==> src/fetch_cfg.svh <==
`ifndef FETCH_CFG_SVH
`define FETCH_CFG_SVH

// program memory depth in 32-bit words
`define FETCH_ROM_WORDS 64

// byte address width seen by the memory, two bits above the word index
`define FETCH_ADDR_BITS 8

`endif

==> src/fetch_pkg.sv <==
`default_nettype none

package fetch_pkg;

    // standard 32-bit field layout
    typedef struct packed {
        logic [6:0] funct7;
        logic [4:0] rs2;
        logic [4:0] rs1;
        logic [2:0] funct3;
        logic [4:0] rd;
        logic [6:0] opcode;
    } rv_fields_t;

    // the same word seen as two half-word parcels
    typedef struct packed {
        logic [15:0] hi;
        logic [15:0] lo;
    } rv_parcels_t;

    typedef union packed {
        rv_fields_t  f;
        rv_parcels_t p;
    } rv_instr_t;

    // what fetch needs to know to steer the PC
    typedef enum logic [1:0] {
        OTHER,
        BRANCH,
        JAL
    } instr_class_t;

    typedef struct packed {
        logic        valid;
        logic [31:0] pc;
        rv_instr_t   instr;
        logic        compressed;
        logic        decompress_failed;
        logic        is_branch;
    } fetch_packet_t;

endpackage

`default_nettype wire

==> src/instr_rom.sv <==
`timescale 1ns/10ps
`default_nettype none
`include "fetch_cfg.svh"

module instr_rom import fetch_pkg::*; (
    input  logic                        clk,
    input  logic                        load_en,
    input  logic [`FETCH_ADDR_BITS-1:0] load_addr,
    input  logic [31:0]                 load_data,
    input  logic [31:0]                 address,
    output rv_instr_t                   data
);

    logic [31:0] mem [`FETCH_ROM_WORDS];

    // program load, only used while the core is held in reset
    always_ff @(posedge clk) begin
        if (load_en)
            mem[load_addr[`FETCH_ADDR_BITS-1:2]] <= load_data;
    end

    // word read, byte offset is dropped
    assign data = mem[address[`FETCH_ADDR_BITS-1:2]];

endmodule

`default_nettype wire

==> src/instr_decompressor.sv <==
`timescale 1ns/10ps
`default_nettype none

module instr_decompressor import fetch_pkg::*; (
    input  logic [15:0] c_instr,
    input  logic        is_compressed,
    output rv_instr_t   decompressed_instr,
    output logic        decompress_failed
);

    localparam logic [6:0] OP_LOAD   = 7'b0000011;
    localparam logic [6:0] OP_IMM    = 7'b0010011;
    localparam logic [6:0] OP_STORE  = 7'b0100011;
    localparam logic [6:0] OP_REG    = 7'b0110011;
    localparam logic [6:0] OP_LUI    = 7'b0110111;
    localparam logic [6:0] OP_BRANCH = 7'b1100011;
    localparam logic [6:0] OP_JALR   = 7'b1100111;
    localparam logic [6:0] OP_JAL    = 7'b1101111;
    localparam logic [31:0] EBREAK   = 32'h00100073;

    logic [4:0]  rd_full, rs2_full, rd_p, rs1_p;
    logic [2:0]  alu_f3;
    logic [11:0] imm_ci, imm_ciw, imm_cl, imm_lwsp, imm_swsp, imm_16sp;
    logic [12:0] imm_cb;
    logic [20:0] imm_cj;
    logic [31:0] expanded;
    logic        illegal;

    // rd' and rs2' share bits 4:2, both map onto x8..x15
    assign rd_full  = c_instr[11:7];
    assign rs2_full = c_instr[6:2];
    assign rd_p     = {2'b01, c_instr[4:2]};
    assign rs1_p    = {2'b01, c_instr[9:7]};
    // sub, xor, or, and
    assign alu_f3   = (c_instr[6:5] == 2'b00) ? 3'b000 : {1'b1, c_instr[6], &c_instr[6:5]};

    // immediate unscrambling per format
    assign imm_ci   = {{7{c_instr[12]}}, c_instr[6:2]};
    assign imm_ciw  = {2'b00, c_instr[10:7], c_instr[12:11], c_instr[5], c_instr[6], 2'b00};
    assign imm_cl   = {5'b0, c_instr[5], c_instr[12:10], c_instr[6], 2'b00};
    assign imm_lwsp = {4'b0, c_instr[3:2], c_instr[12], c_instr[6:4], 2'b00};
    assign imm_swsp = {4'b0, c_instr[8:7], c_instr[12:9], 2'b00};
    assign imm_16sp = {{3{c_instr[12]}}, c_instr[4:3], c_instr[5], c_instr[2], c_instr[6], 4'b0};
    assign imm_cb   = {{5{c_instr[12]}}, c_instr[6:5], c_instr[2], c_instr[11:10],
                       c_instr[4:3], 1'b0};
    assign imm_cj   = {{10{c_instr[12]}}, c_instr[8], c_instr[10:9], c_instr[6], c_instr[7],
                       c_instr[2], c_instr[11], c_instr[5:3], 1'b0};

    always_comb begin
        expanded = '0;
        illegal  = 1'b0;
        case ({c_instr[1:0], c_instr[15:13]})
            // c.addi4spn, a zero immediate also catches the all-zero parcel
            5'b00_000: begin
                expanded = {imm_ciw, 5'd2, 3'b000, rd_p, OP_IMM};
                illegal  = (c_instr[12:5] == 8'd0);
            end
            5'b00_010: expanded = {imm_cl, rs1_p, 3'b010, rd_p, OP_LOAD};
            5'b00_110: expanded = {imm_cl[11:5], rd_p, rs1_p, 3'b010, imm_cl[4:0], OP_STORE};
            5'b01_000: expanded = {imm_ci, rd_full, 3'b000, rd_full, OP_IMM};
            5'b01_001: expanded = {imm_cj[20], imm_cj[10:1], imm_cj[11], imm_cj[19:12], 5'd1, OP_JAL};
            5'b01_010: expanded = {imm_ci, 5'd0, 3'b000, rd_full, OP_IMM};
            // c.addi16sp when rd is sp, c.lui otherwise
            5'b01_011: begin
                if (rd_full == 5'd2)
                    expanded = {imm_16sp, 5'd2, 3'b000, 5'd2, OP_IMM};
                else
                    expanded = {{8{c_instr[12]}}, imm_ci, rd_full, OP_LUI};
                illegal = !c_instr[12] && (c_instr[6:2] == 5'd0);
            end
            5'b01_100: begin
                case (c_instr[11:10])
                    2'b00:   expanded = {7'b0000000, rs2_full, rs1_p, 3'b101, rs1_p, OP_IMM};
                    2'b01:   expanded = {7'b0100000, rs2_full, rs1_p, 3'b101, rs1_p, OP_IMM};
                    2'b10:   expanded = {imm_ci, rs1_p, 3'b111, rs1_p, OP_IMM};
                    default: expanded = {c_instr[6:5] == 2'b00 ? 7'b0100000 : 7'b0000000,
                                         rd_p, rs1_p, alu_f3, rs1_p, OP_REG};
                endcase
                // bit 12 selects RV64-only forms here, except for c.andi
                illegal = c_instr[12] && (c_instr[11:10] != 2'b10);
            end
            5'b01_101: expanded = {imm_cj[20], imm_cj[10:1], imm_cj[11], imm_cj[19:12], 5'd0, OP_JAL};
            5'b01_110: expanded = {imm_cb[12], imm_cb[10:5], 5'd0, rs1_p, 3'b000,
                                   imm_cb[4:1], imm_cb[11], OP_BRANCH};
            5'b01_111: expanded = {imm_cb[12], imm_cb[10:5], 5'd0, rs1_p, 3'b001,
                                   imm_cb[4:1], imm_cb[11], OP_BRANCH};
            5'b10_000: begin
                expanded = {7'b0000000, rs2_full, rd_full, 3'b001, rd_full, OP_IMM};
                illegal  = c_instr[12];
            end
            5'b10_010: begin
                expanded = {imm_lwsp, 5'd2, 3'b010, rd_full, OP_LOAD};
                illegal  = (rd_full == 5'd0);
            end
            // c.jr, c.mv, c.ebreak, c.jalr, c.add
            5'b10_100: begin
                if (!c_instr[12] && rs2_full == 5'd0) begin
                    expanded = {12'd0, rd_full, 3'b000, 5'd0, OP_JALR};
                    illegal  = (rd_full == 5'd0);
                end else if (!c_instr[12])
                    expanded = {7'b0000000, rs2_full, 5'd0, 3'b000, rd_full, OP_REG};
                else if (rs2_full == 5'd0)
                    expanded = (rd_full == 5'd0) ? EBREAK : {12'd0, rd_full, 3'b000, 5'd1, OP_JALR};
                else
                    expanded = {7'b0000000, rs2_full, rd_full, 3'b000, rd_full, OP_REG};
            end
            5'b10_110: expanded = {imm_swsp[11:5], rs2_full, 5'd2, 3'b010, imm_swsp[4:0], OP_STORE};
            // floating-point loads and stores, reserved slots
            default:   illegal = 1'b1;
        endcase
    end

    assign decompressed_instr = expanded;
    assign decompress_failed  = is_compressed & illegal;

endmodule

`default_nettype wire

==> src/fetch_stage.sv <==
`timescale 1ns/10ps
`default_nettype none

module fetch_stage import fetch_pkg::*; (
    input  logic          clk,
    input  logic          reset_n,
    input  rv_instr_t     data,
    input  logic          pc_write,
    input  logic          prediction,
    input  logic          pc_src,
    input  logic          jalr_flag,
    input  logic [31:0]   jalr_target,
    input  rv_instr_t     decompressed_instr,
    input  logic          decompress_failed,
    output logic [31:0]   address,
    output logic [15:0]   c_instr,
    output logic          is_compressed,
    output fetch_packet_t packet,
    output logic          if_id_flush,
    output logic          id_ex_flush
);

    typedef enum logic {
        DIRECT,
        USE_BUFFER
    } align_state_t;

    // a conditional branch still waiting for its outcome
    typedef struct packed {
        logic        valid;
        logic [31:0] pc;
        logic [31:0] offset;
        logic        compressed;
        logic        pred;
    } branch_hist_t;

    align_state_t state, state_next;
    logic [15:0]  instr_buffer, buffer_next;
    logic [31:0]  pc_reg, pc_next, pc_seq, recovery;
    logic [31:0]  b_offset, j_offset;
    logic         run, step, align_wait, mispredict, flush, redirect;
    rv_instr_t    raw_instr, instr;
    instr_class_t instr_class;
    branch_hist_t hist0, hist1, hist_new;

    // half-word aligner
    always_comb begin
        state_next    = DIRECT;
        buffer_next   = instr_buffer;
        raw_instr     = data;
        c_instr       = data.p.lo;
        is_compressed = 1'b0;
        align_wait    = 1'b0;
        case (state)
            DIRECT: begin
                if (!pc_reg[1]) begin
                    if (data.p.lo[1:0] != 2'b11) begin
                        is_compressed = 1'b1;
                        // standard instruction starts in the upper half, keep it
                        if (data.p.hi[1:0] == 2'b11) begin
                            state_next  = USE_BUFFER;
                            buffer_next = data.p.hi;
                        end
                    end
                end else if (data.p.hi[1:0] != 2'b11) begin
                    c_instr       = data.p.hi;
                    is_compressed = 1'b1;
                end else begin
                    // jumped onto the first half of a straddling instruction
                    align_wait  = 1'b1;
                    state_next  = USE_BUFFER;
                    buffer_next = data.p.hi;
                end
            end
            USE_BUFFER: begin
                raw_instr.p.hi = data.p.lo;
                raw_instr.p.lo = instr_buffer;
                if (data.p.hi[1:0] == 2'b11) begin
                    state_next  = USE_BUFFER;
                    buffer_next = data.p.hi;
                end
            end
        endcase
    end

    // buffered half sits at pc, so the word to read is one further on
    assign address = (state == USE_BUFFER) ? pc_reg + 32'd2 : pc_reg;
    assign instr   = is_compressed ? decompressed_instr : raw_instr;

    always_comb begin
        instr_class = OTHER;
        if (!align_wait && !flush) begin
            case (instr.f.opcode)
                7'b1100011: instr_class = BRANCH;
                7'b1101111: instr_class = JAL;
                default:    instr_class = OTHER;
            endcase
        end
    end

    assign b_offset = {{20{instr.f.funct7[6]}}, instr.f.rd[0], instr.f.funct7[5:0],
                       instr.f.rd[4:1], 1'b0};
    assign j_offset = {{12{instr.f.funct7[6]}}, instr.f.rs1, instr.f.funct3, instr.f.rs2[0],
                       instr.f.funct7[5:0], instr.f.rs2[4:1], 1'b0};

    // resolution of the branch two slots back
    assign step       = run & pc_write;
    assign mispredict = hist1.valid & (pc_src != hist1.pred);
    assign flush      = step & (jalr_flag | mispredict);
    assign recovery   = hist1.pred ? hist1.pc + (hist1.compressed ? 32'd2 : 32'd4)
                                   : hist1.pc + hist1.offset;
    assign pc_seq     = pc_reg + (is_compressed ? 32'd2 : 32'd4);
    assign redirect   = flush | (instr_class == JAL) | (instr_class == BRANCH && prediction);

    always_comb begin
        if (jalr_flag)
            pc_next = jalr_target;
        else if (mispredict)
            pc_next = recovery;
        else if (align_wait)
            pc_next = pc_reg;
        else if (instr_class == JAL)
            pc_next = pc_reg + j_offset;
        else if (instr_class == BRANCH && prediction)
            pc_next = pc_reg + b_offset;
        else
            pc_next = pc_seq;
    end

    always_comb begin
        hist_new.valid      = (instr_class == BRANCH);
        hist_new.pc         = pc_reg;
        hist_new.offset     = b_offset;
        hist_new.compressed = is_compressed;
        hist_new.pred       = prediction;
    end

    always_ff @(posedge clk or negedge reset_n) begin
        if (!reset_n) begin
            run    <= 1'b0;
            pc_reg <= '0;
            state  <= DIRECT;
            hist0  <= '0;
            hist1  <= '0;
        end else begin
            run <= 1'b1;
            if (step) begin
                pc_reg <= pc_next;
                // a redirect throws away the sequential half-word
                state  <= redirect ? DIRECT : state_next;
                hist0  <= hist_new;
                hist1  <= flush ? '0 : hist0;
            end
        end
    end

    always_ff @(posedge clk) begin
        if (step)
            instr_buffer <= buffer_next;
    end

    always_comb begin
        packet.valid             = step & !flush & !align_wait;
        packet.pc                = pc_reg;
        packet.instr             = instr;
        packet.compressed        = is_compressed;
        packet.decompress_failed = decompress_failed;
        packet.is_branch         = (instr_class == BRANCH);
    end

    // the wrong-path slot in decode dies along with the one in fetch
    assign if_id_flush = flush;
    assign id_ex_flush = flush;

endmodule

`default_nettype wire

==> src/fetch_top.sv <==
`timescale 1ns/10ps
`default_nettype none
`include "fetch_cfg.svh"

module fetch_top import fetch_pkg::*; (
    input  logic                        clk,
    input  logic                        reset_n,
    input  logic                        load_en,
    input  logic [`FETCH_ADDR_BITS-1:0] load_addr,
    input  logic [31:0]                 load_data,
    input  logic                        pc_write,
    input  logic                        prediction,
    input  logic                        pc_src,
    input  logic                        jalr_flag,
    input  logic [31:0]                 jalr_target,
    output fetch_packet_t               packet,
    output logic                        if_id_flush
);

    rv_instr_t   rom_data;
    rv_instr_t   decompressed_instr;
    logic [31:0] address;
    logic [15:0] c_instr;
    logic        is_compressed;
    logic        decompress_failed;

    instr_rom rom (
        .clk       (clk),
        .load_en   (load_en),
        .load_addr (load_addr),
        .load_data (load_data),
        .address   (address),
        .data      (rom_data)
    );

    // no execute stage here, so the second flush has no consumer
    fetch_stage fetch (
        .clk                (clk),
        .reset_n            (reset_n),
        .data               (rom_data),
        .pc_write           (pc_write),
        .prediction         (prediction),
        .pc_src             (pc_src),
        .jalr_flag          (jalr_flag),
        .jalr_target        (jalr_target),
        .decompressed_instr (decompressed_instr),
        .decompress_failed  (decompress_failed),
        .address            (address),
        .c_instr            (c_instr),
        .is_compressed      (is_compressed),
        .packet             (packet),
        .if_id_flush        (if_id_flush),
        .id_ex_flush        ()
    );

    instr_decompressor decompressor (
        .c_instr            (c_instr),
        .is_compressed      (is_compressed),
        .decompressed_instr (decompressed_instr),
        .decompress_failed  (decompress_failed)
    );

endmodule

`default_nettype wire

==> config.mk <==
export PLATFORM = sky130hd
export DESIGN_NAME = fetch_top
export DESIGN_NICKNAME = d
export VERILOG_FILES = /design/src/fetch_pkg.sv /design/src/instr_rom.sv /design/src/instr_decompressor.sv /design/src/fetch_stage.sv /design/src/fetch_top.sv
export VERILOG_INCLUDE_DIRS = /design/src /design/src/src
export SDC_FILE = /design/constraint.sdc
export NUM_CORES = 2
export LEC_CHECK = 0
export ABC_AREA = 1
export BUFFER_PORTS_ARGS = -buffer_cell sky130_fd_sc_hd__buf_2
export CAP_MARGIN = 25
export CORE_UTILIZATION = 47
export DETAILED_ROUTE_END_ITERATION = 10
export HOLD_SLACK_MARGIN = 0.05
export SYNTH_ARGS = -nofsm -noshare
export SYNTH_HDL_FRONTEND = slang
export SYNTH_SLANG_ARGS = --single-unit
==> constraint.sdc <==
create_clock -name clk -period 6.8 [get_ports clk]
set_input_delay 1.36 -clock clk [delete_from_list [all_inputs] [get_ports clk]]
set_output_delay 1.36 -clock clk [all_outputs]
set_load 0.03 [all_outputs]
# == After elaboration in Yosys (flattened, before gate mapping) ==
# Memories as Yosys holds them, arrays and structs flattened.
# Index checks and enable logic that the tools add are counted.
# totals
reg_bits,164
ramBits,2048
mem_count,1
# memory_table
name,depth,word_bits,read_ports,rd_clocked_by_memory_dff,write_ports,line,source
rom.mem,64,32,1,0,1,instr_rom.sv:14,logic [31:0] mem [`FETCH_ROM_WORDS];
# op_classes
n_addsub,6
eq_ne,29
mux,47
bitwise,10
n_reduce_logical,17
# ops
cell,count
$pmux W32 S15,1
$mux W32,11
$add A32 B32 Y32,4
$mux W16,7
$pmux W32 S3,1
$mux W67,1
$eq A5 B4 Y1 const B,8
$add A32 B3 Y32,1
$pmux W16 S2,1
$mux W29,1
$mux W21,1
$eq A5 B5 Y1 const B,4
$logic_not A5 Y1,3
$eq A7 B7 Y1 const B,2
$mux W1,14
$eq A5 B2 Y1 const B,2
$mux W3,3
$reduce_or A9 Y1,1
$add A8 B2 Y8 const B,1
$logic_not A8 Y1,1
$mux W8,1
$pmux W1 S7,1
$and A1 B1 Y1,6
$eq A2 B2 Y1 const B,3
17 further kinds,30

# == Logic depth before layout (Yosys ltp) ==
# An unclocked memory read counts as a cell.
# logic_depth
word_depth,24
ltp_mapped,57

# == By module ==
# Synthesis repeated with hierarchy kept, for this count alone.
# unflattened
cells_unflattened,8701
hier_area_um2,95029.9
# by_module_without_submodules
module,instances,cells_per_inst,area_each_um2,seq_area_each_um2
instr_rom,1,6737,82097.5,61499.0
fetch_stage,1,1693,11619.9,3683.5
instr_decompressor,1,271,1312.5,0.0

# == Least setup slack after synthesis ==
# No wires, ideal clock.
# synth_path
path_type,reg-to-reg
from,register fetch.pc_reg[2]
to,register fetch.pc_reg[31]
setup_ns,0.066
t_arrival_ns,7.170
setup_slack_ns,-0.436
path_stages_with_launch,40
path_buffers,0
synth_period_minus_slack_ns,7.236
cell_sequence,dfrtp_1 -> ha_1 -> nand4_1 -> nor2_1 -> nand2_1 -> xor2_1 -> inv_2 -> nand3_1 -> nand3_1 -> nand2_1 -> nand2_2 -> nor2_1 -> nand3_1 -> o21ai_0 -> a21boi_2 -> nand3_4 -> inv_2 -> nand2_1 -> [... 4 more ...] -> nor2_1 -> a211oi_1 -> o21ai_0 -> a21boi_0 -> o21ai_0 -> a21oi_1 -> o21ai_0 -> a21boi_0 -> o21bai_1 -> a21boi_0 -> o21ai_0 -> xor2_1 -> inv_1 -> nand3_1 -> nand3_1 -> nand2_1 -> nand2_1 -> nand2_1
# synth_rtl
element,line,source
start: declaration,fetch_stage.sv:39,"logic [31:0] pc_reg, pc_next, pc_seq, recovery;"
start signal: assignment,fetch_stage.sv:148,pc_reg <= pc_next;

# == Final worst setup path ==
# layout_path
from,register fetch.pc_reg[2]
to,register fetch.pc_reg[29]
# layout_via
elab_chain_cells,24
# layout_lines
element
branches (longest 24 deep; another with $mem_v2 Z64 W32)
# Parallel ways; which one is timed is not known. The select of a mux whose other input is x is not followed.
# A chain may end at the register's enable or synchronous reset.

==> impl_metrics.env <==
export IMPL_dp_slack_ps=-1310
export IMPL_setup_tns_ps=-291
export IMPL_die_y_um=452
export IMPL_startpoint="fetch.pc_reg[2]$_DFFE_PN0P_"
export IMPL_crit_top_cell="o21ai_2"
export IMPL_slowest_stage="dfrtp_2"
export IMPL_startpoint_type="flip-flop"
export IMPL_syn_nets=8432
export IMPL_yosys_area_top_type="edfxtp_1"
export IMPL_seq_area_frac_synth=0.686
export IMPL_cts_hold_buf=0
export IMPL_core_sq_um=200000
export IMPL_worst_setup_path_end_kind="flip-flop"
export IMPL_dp_hpwl_mm=184
export IMPL_fin_crit_sh=1.01
export IMPL_clock_sinks=2192
export IMPL_synthCells=8290
export IMPL_rows=164
export IMPL_drt_iter0_markers=8796
export IMPL_ir_worst_vdd_mv=0.529
export IMPL_drv_cap=0
export IMPL_grt_use_total=0.296
export IMPL_synth_seq_cells=2192
export IMPL_dp_cells=11500
export IMPL_pin_count=148
export IMPL_gp_congestion=0.944
export IMPL_nFillCells=16100
export IMPL_hp_class="in -> async"
export IMPL_first_pass_iters=8
export IMPL_avgSynthCellArea_sq_um=11.5
export IMPL_synth_async_sr_flop_share=0.0584
export IMPL_vias_per_cell=5.82
export IMPL_drv_slew=0
export IMPL_grt_antenna_before_repair=12
export IMPL_overflow=0
export IMPL_synth_edf_count=2064
export IMPL_slew_headroom=0.278
export IMPL_violations="negative setup slack"
export IMPL_wl_per_cell_um=25.8
export IMPL_rsz0062_at_grt="true"
export IMPL_tritoncts="yes"
export IMPL_synthesis_area_sq_um=95000
export IMPL_status="finished, violations left"
export IMPL_placement_io_buffers=145
export IMPL_grt_pass1_wl_mm=446
export IMPL_multi_input_area_sq_um=27500
export IMPL_numCtsBuffers=222
export IMPL_grt_pass1_vias=66400
export IMPL_synthFlopType="edfxtp_1"
export IMPL_vias=70300
export IMPL_cellPowerDensity_nw_per_um2=497
export IMPL_htreeDepth=4
export IMPL_whs_ps=433
export IMPL_syn2layout_area_growth_pct=23.9
export IMPL_yosysWarnings=0
export IMPL_cp_arrival_ps=7620
export IMPL_clock_fmax_mhz=145
export IMPL_drive_gt1_frac=0.228
export IMPL_ant_nets=0
export IMPL_reg2reg_from="fetch.pc_reg[2]$_DFFE_PN0P_"
export IMPL_start_util=0.474
export IMPL_crit_fanout=9
export IMPL_crit_type="reg -> reg"
export IMPL_die_w_um=452
export IMPL_routed_wl_mm=311
export IMPL_nets=9370
export IMPL_worst_slack_ps=-77.0
export IMPL_fin_skew_ps=66.1
export IMPL_largest_register_ff_count=2048
export IMPL_slowest_delay_ps=430
export IMPL_p_leak_nw=44.9
export IMPL_hold_viol=0
export IMPL_seq_area_sq_um=65200
export IMPL_synth_area_leaders="edfxtp_1 65%, nand2_1 7.1%, nand3_1 6.8%"
export IMPL_clk_pin_slew_ps=60
export IMPL_yosysUniqueCellTypes=62
export IMPL_finalSetupViolCount=8
export IMPL_clockBufferDepth=3
export IMPL_layout_cells_non_filler=12100
export IMPL_tightest_slew_ps=1080
export IMPL_final_core_util=0.588
export IMPL_layout_min_cycle_time_ps=6880
export IMPL_drc=0
export IMPL_synthDominantCellAreaShare=0.652
export IMPL_clock_latency_ps=880
export IMPL_root_buffer="clkbuf_16"
export IMPL_crit_required_ps=7540
export IMPL_grt_max_degree=82
export IMPL_dieArea_sq_um=204000
[layout by cell type (no fill, tap or decap), drive strengths merged, types with 2 or more instances in the layout]
master and instances:
o21a 14, bufbuf 7, nor3 17, clkinv 120, o221ai 7, o211ai 355
fa 2, xnor2 8, nor2 340, dfrtp 128, clkbuf 294, a31oi 19
a22oi 11, xor2 11, edfxtp 2064, clkinvlp 3, o21ai 536, nand2 1824
nand3 1303, a21oi 142, buf 1183, a21o 2, a211oi 3, nor4 10
nand4 26, o2111ai 4, and2 2, inv 633, o31ai 2, o22ai 69
diode 6, a22o 33, ha 61, o21bai 49, a21boi 6, or2 96
nand3b 8, bufinv 19
[synthesized netlist by cell type, drive strengths merged, types with 3 or more instances]
cell / instances
a211oi: 3
xnor2: 8
nand3: 1303
inv: 628
a22oi: 11
o2111ai: 4
a22o: 33
edfxtp: 2064
clkbuf: 58
o221ai: 7
clkinv: 3
xor2: 11
o211ai: 355
nor4: 10
or2: 96
o21a: 14
o22ai: 69
nand3b: 8
nand2: 1820
ha: 61
a21boi: 6
nor3: 17
o21ai: 536
nand4: 26
nor2: 340
a31oi: 19
dfrtp: 128
buf: 445
a21oi: 142
o21bai: 49
[layer usage]
| metal | global-route usage | vias to the layer above | share of wire |
|---|---|---|---|
| li1 | - | 31400 | - |
| met2 | 0.468 | 3601 | 0.47 |
| met5 | 0 | - | 0 |
| met4 | 0.0970 | 0 | 0.032 |
| met1 | 0.420 | 34700 | 0.41 |
| met3 | 0.0458 | 569 | 0.094 |
[kinds of logic (layout without fill, tap and decap cells)]
family                   after synthesis  count (layout)  synth area share
other                                  1               7         0.0000395
AND/OR/NAND/NOR                     3624            3628             0.167
flip-flops                          2192            2192             0.686
adder cells (fa/ha/maj)               63              63           0.00845
buffers and inverters               1134            2259            0.0559
XOR/XNOR                              19              19           0.00183
AO/OA/AOI/OAI                       1257            1257            0.0812
[final cells by class]
cell class / count / area share
flip-flops and latches: 2192 / 0.554
multi-input cells: 4968 / 0.234
repair buffers: 1213 / 0.103
clock buffers: 271 / 0.0493
well taps: 2656 / 0.0282
inverters: 631 / 0.0203
clock inverters: 144 / 0.0109
diodes: 6 / 0.000128
[worst max-delay path: cells and delay by family (launching register included)]
family / cells / cell delay [ps]
compound gates: 19 / 2460
simple gates: 18 / 1860
buf+inv: 8 / 1230
fa+ha+maj: 2 / 670
flops: 1 / 430
[power by group]
| part | leakage (nW) | internal, mW | total (mW) | switching [mW] |
|---|---|---|---|---|
| clock network | 3.48 | 6.77 | 12.0 | 5.25 |
| registers | 20.2 | 15.2 | 15.4 | 0.204 |
| logic | 21.3 | 12.4 | 31.0 | 18.6 |
[what timing repair did]
action / CTS / global route
gates resized for setup: 323 / 443
pin swaps: 65 / 185
setup endpoints to repair: 46 / 44
setup buffers: 60 / 67
cloned: 16 / 25
[stage by stage]
step	power, mW	area (sq um)
CTS	55.3	115000
detailed placement	41.0	105000
floorplan	29.1	95000
finish	58.4	118000
global placement	40.9	105000
global route	60.9	118000
[path summary, 6_finish.rpt]
path / end / slack (ps) / cells after the start
setup / recovery: fetch.pc_reg[29]$_DFFE_PN0P_ / -80 / 47
min in group clk: fetch.hist1[66]$_DFFE_PN0P_ / 450 / 2
max in group asynchronous: fetch.hist1[55]$_DFFE_PN0P_ / 5270 / 3
hold reg to reg: fetch.hist1[66]$_DFFE_PN0P_ / 450 / 2
setup reg to reg: fetch.pc_reg[29]$_DFFE_PN0P_ / -80 / 47
hold / removal: fetch.hist1[34]$_DFFE_PN0P_ / 430 / 1
Note: power is estimated with default switching activity, not from simulation.
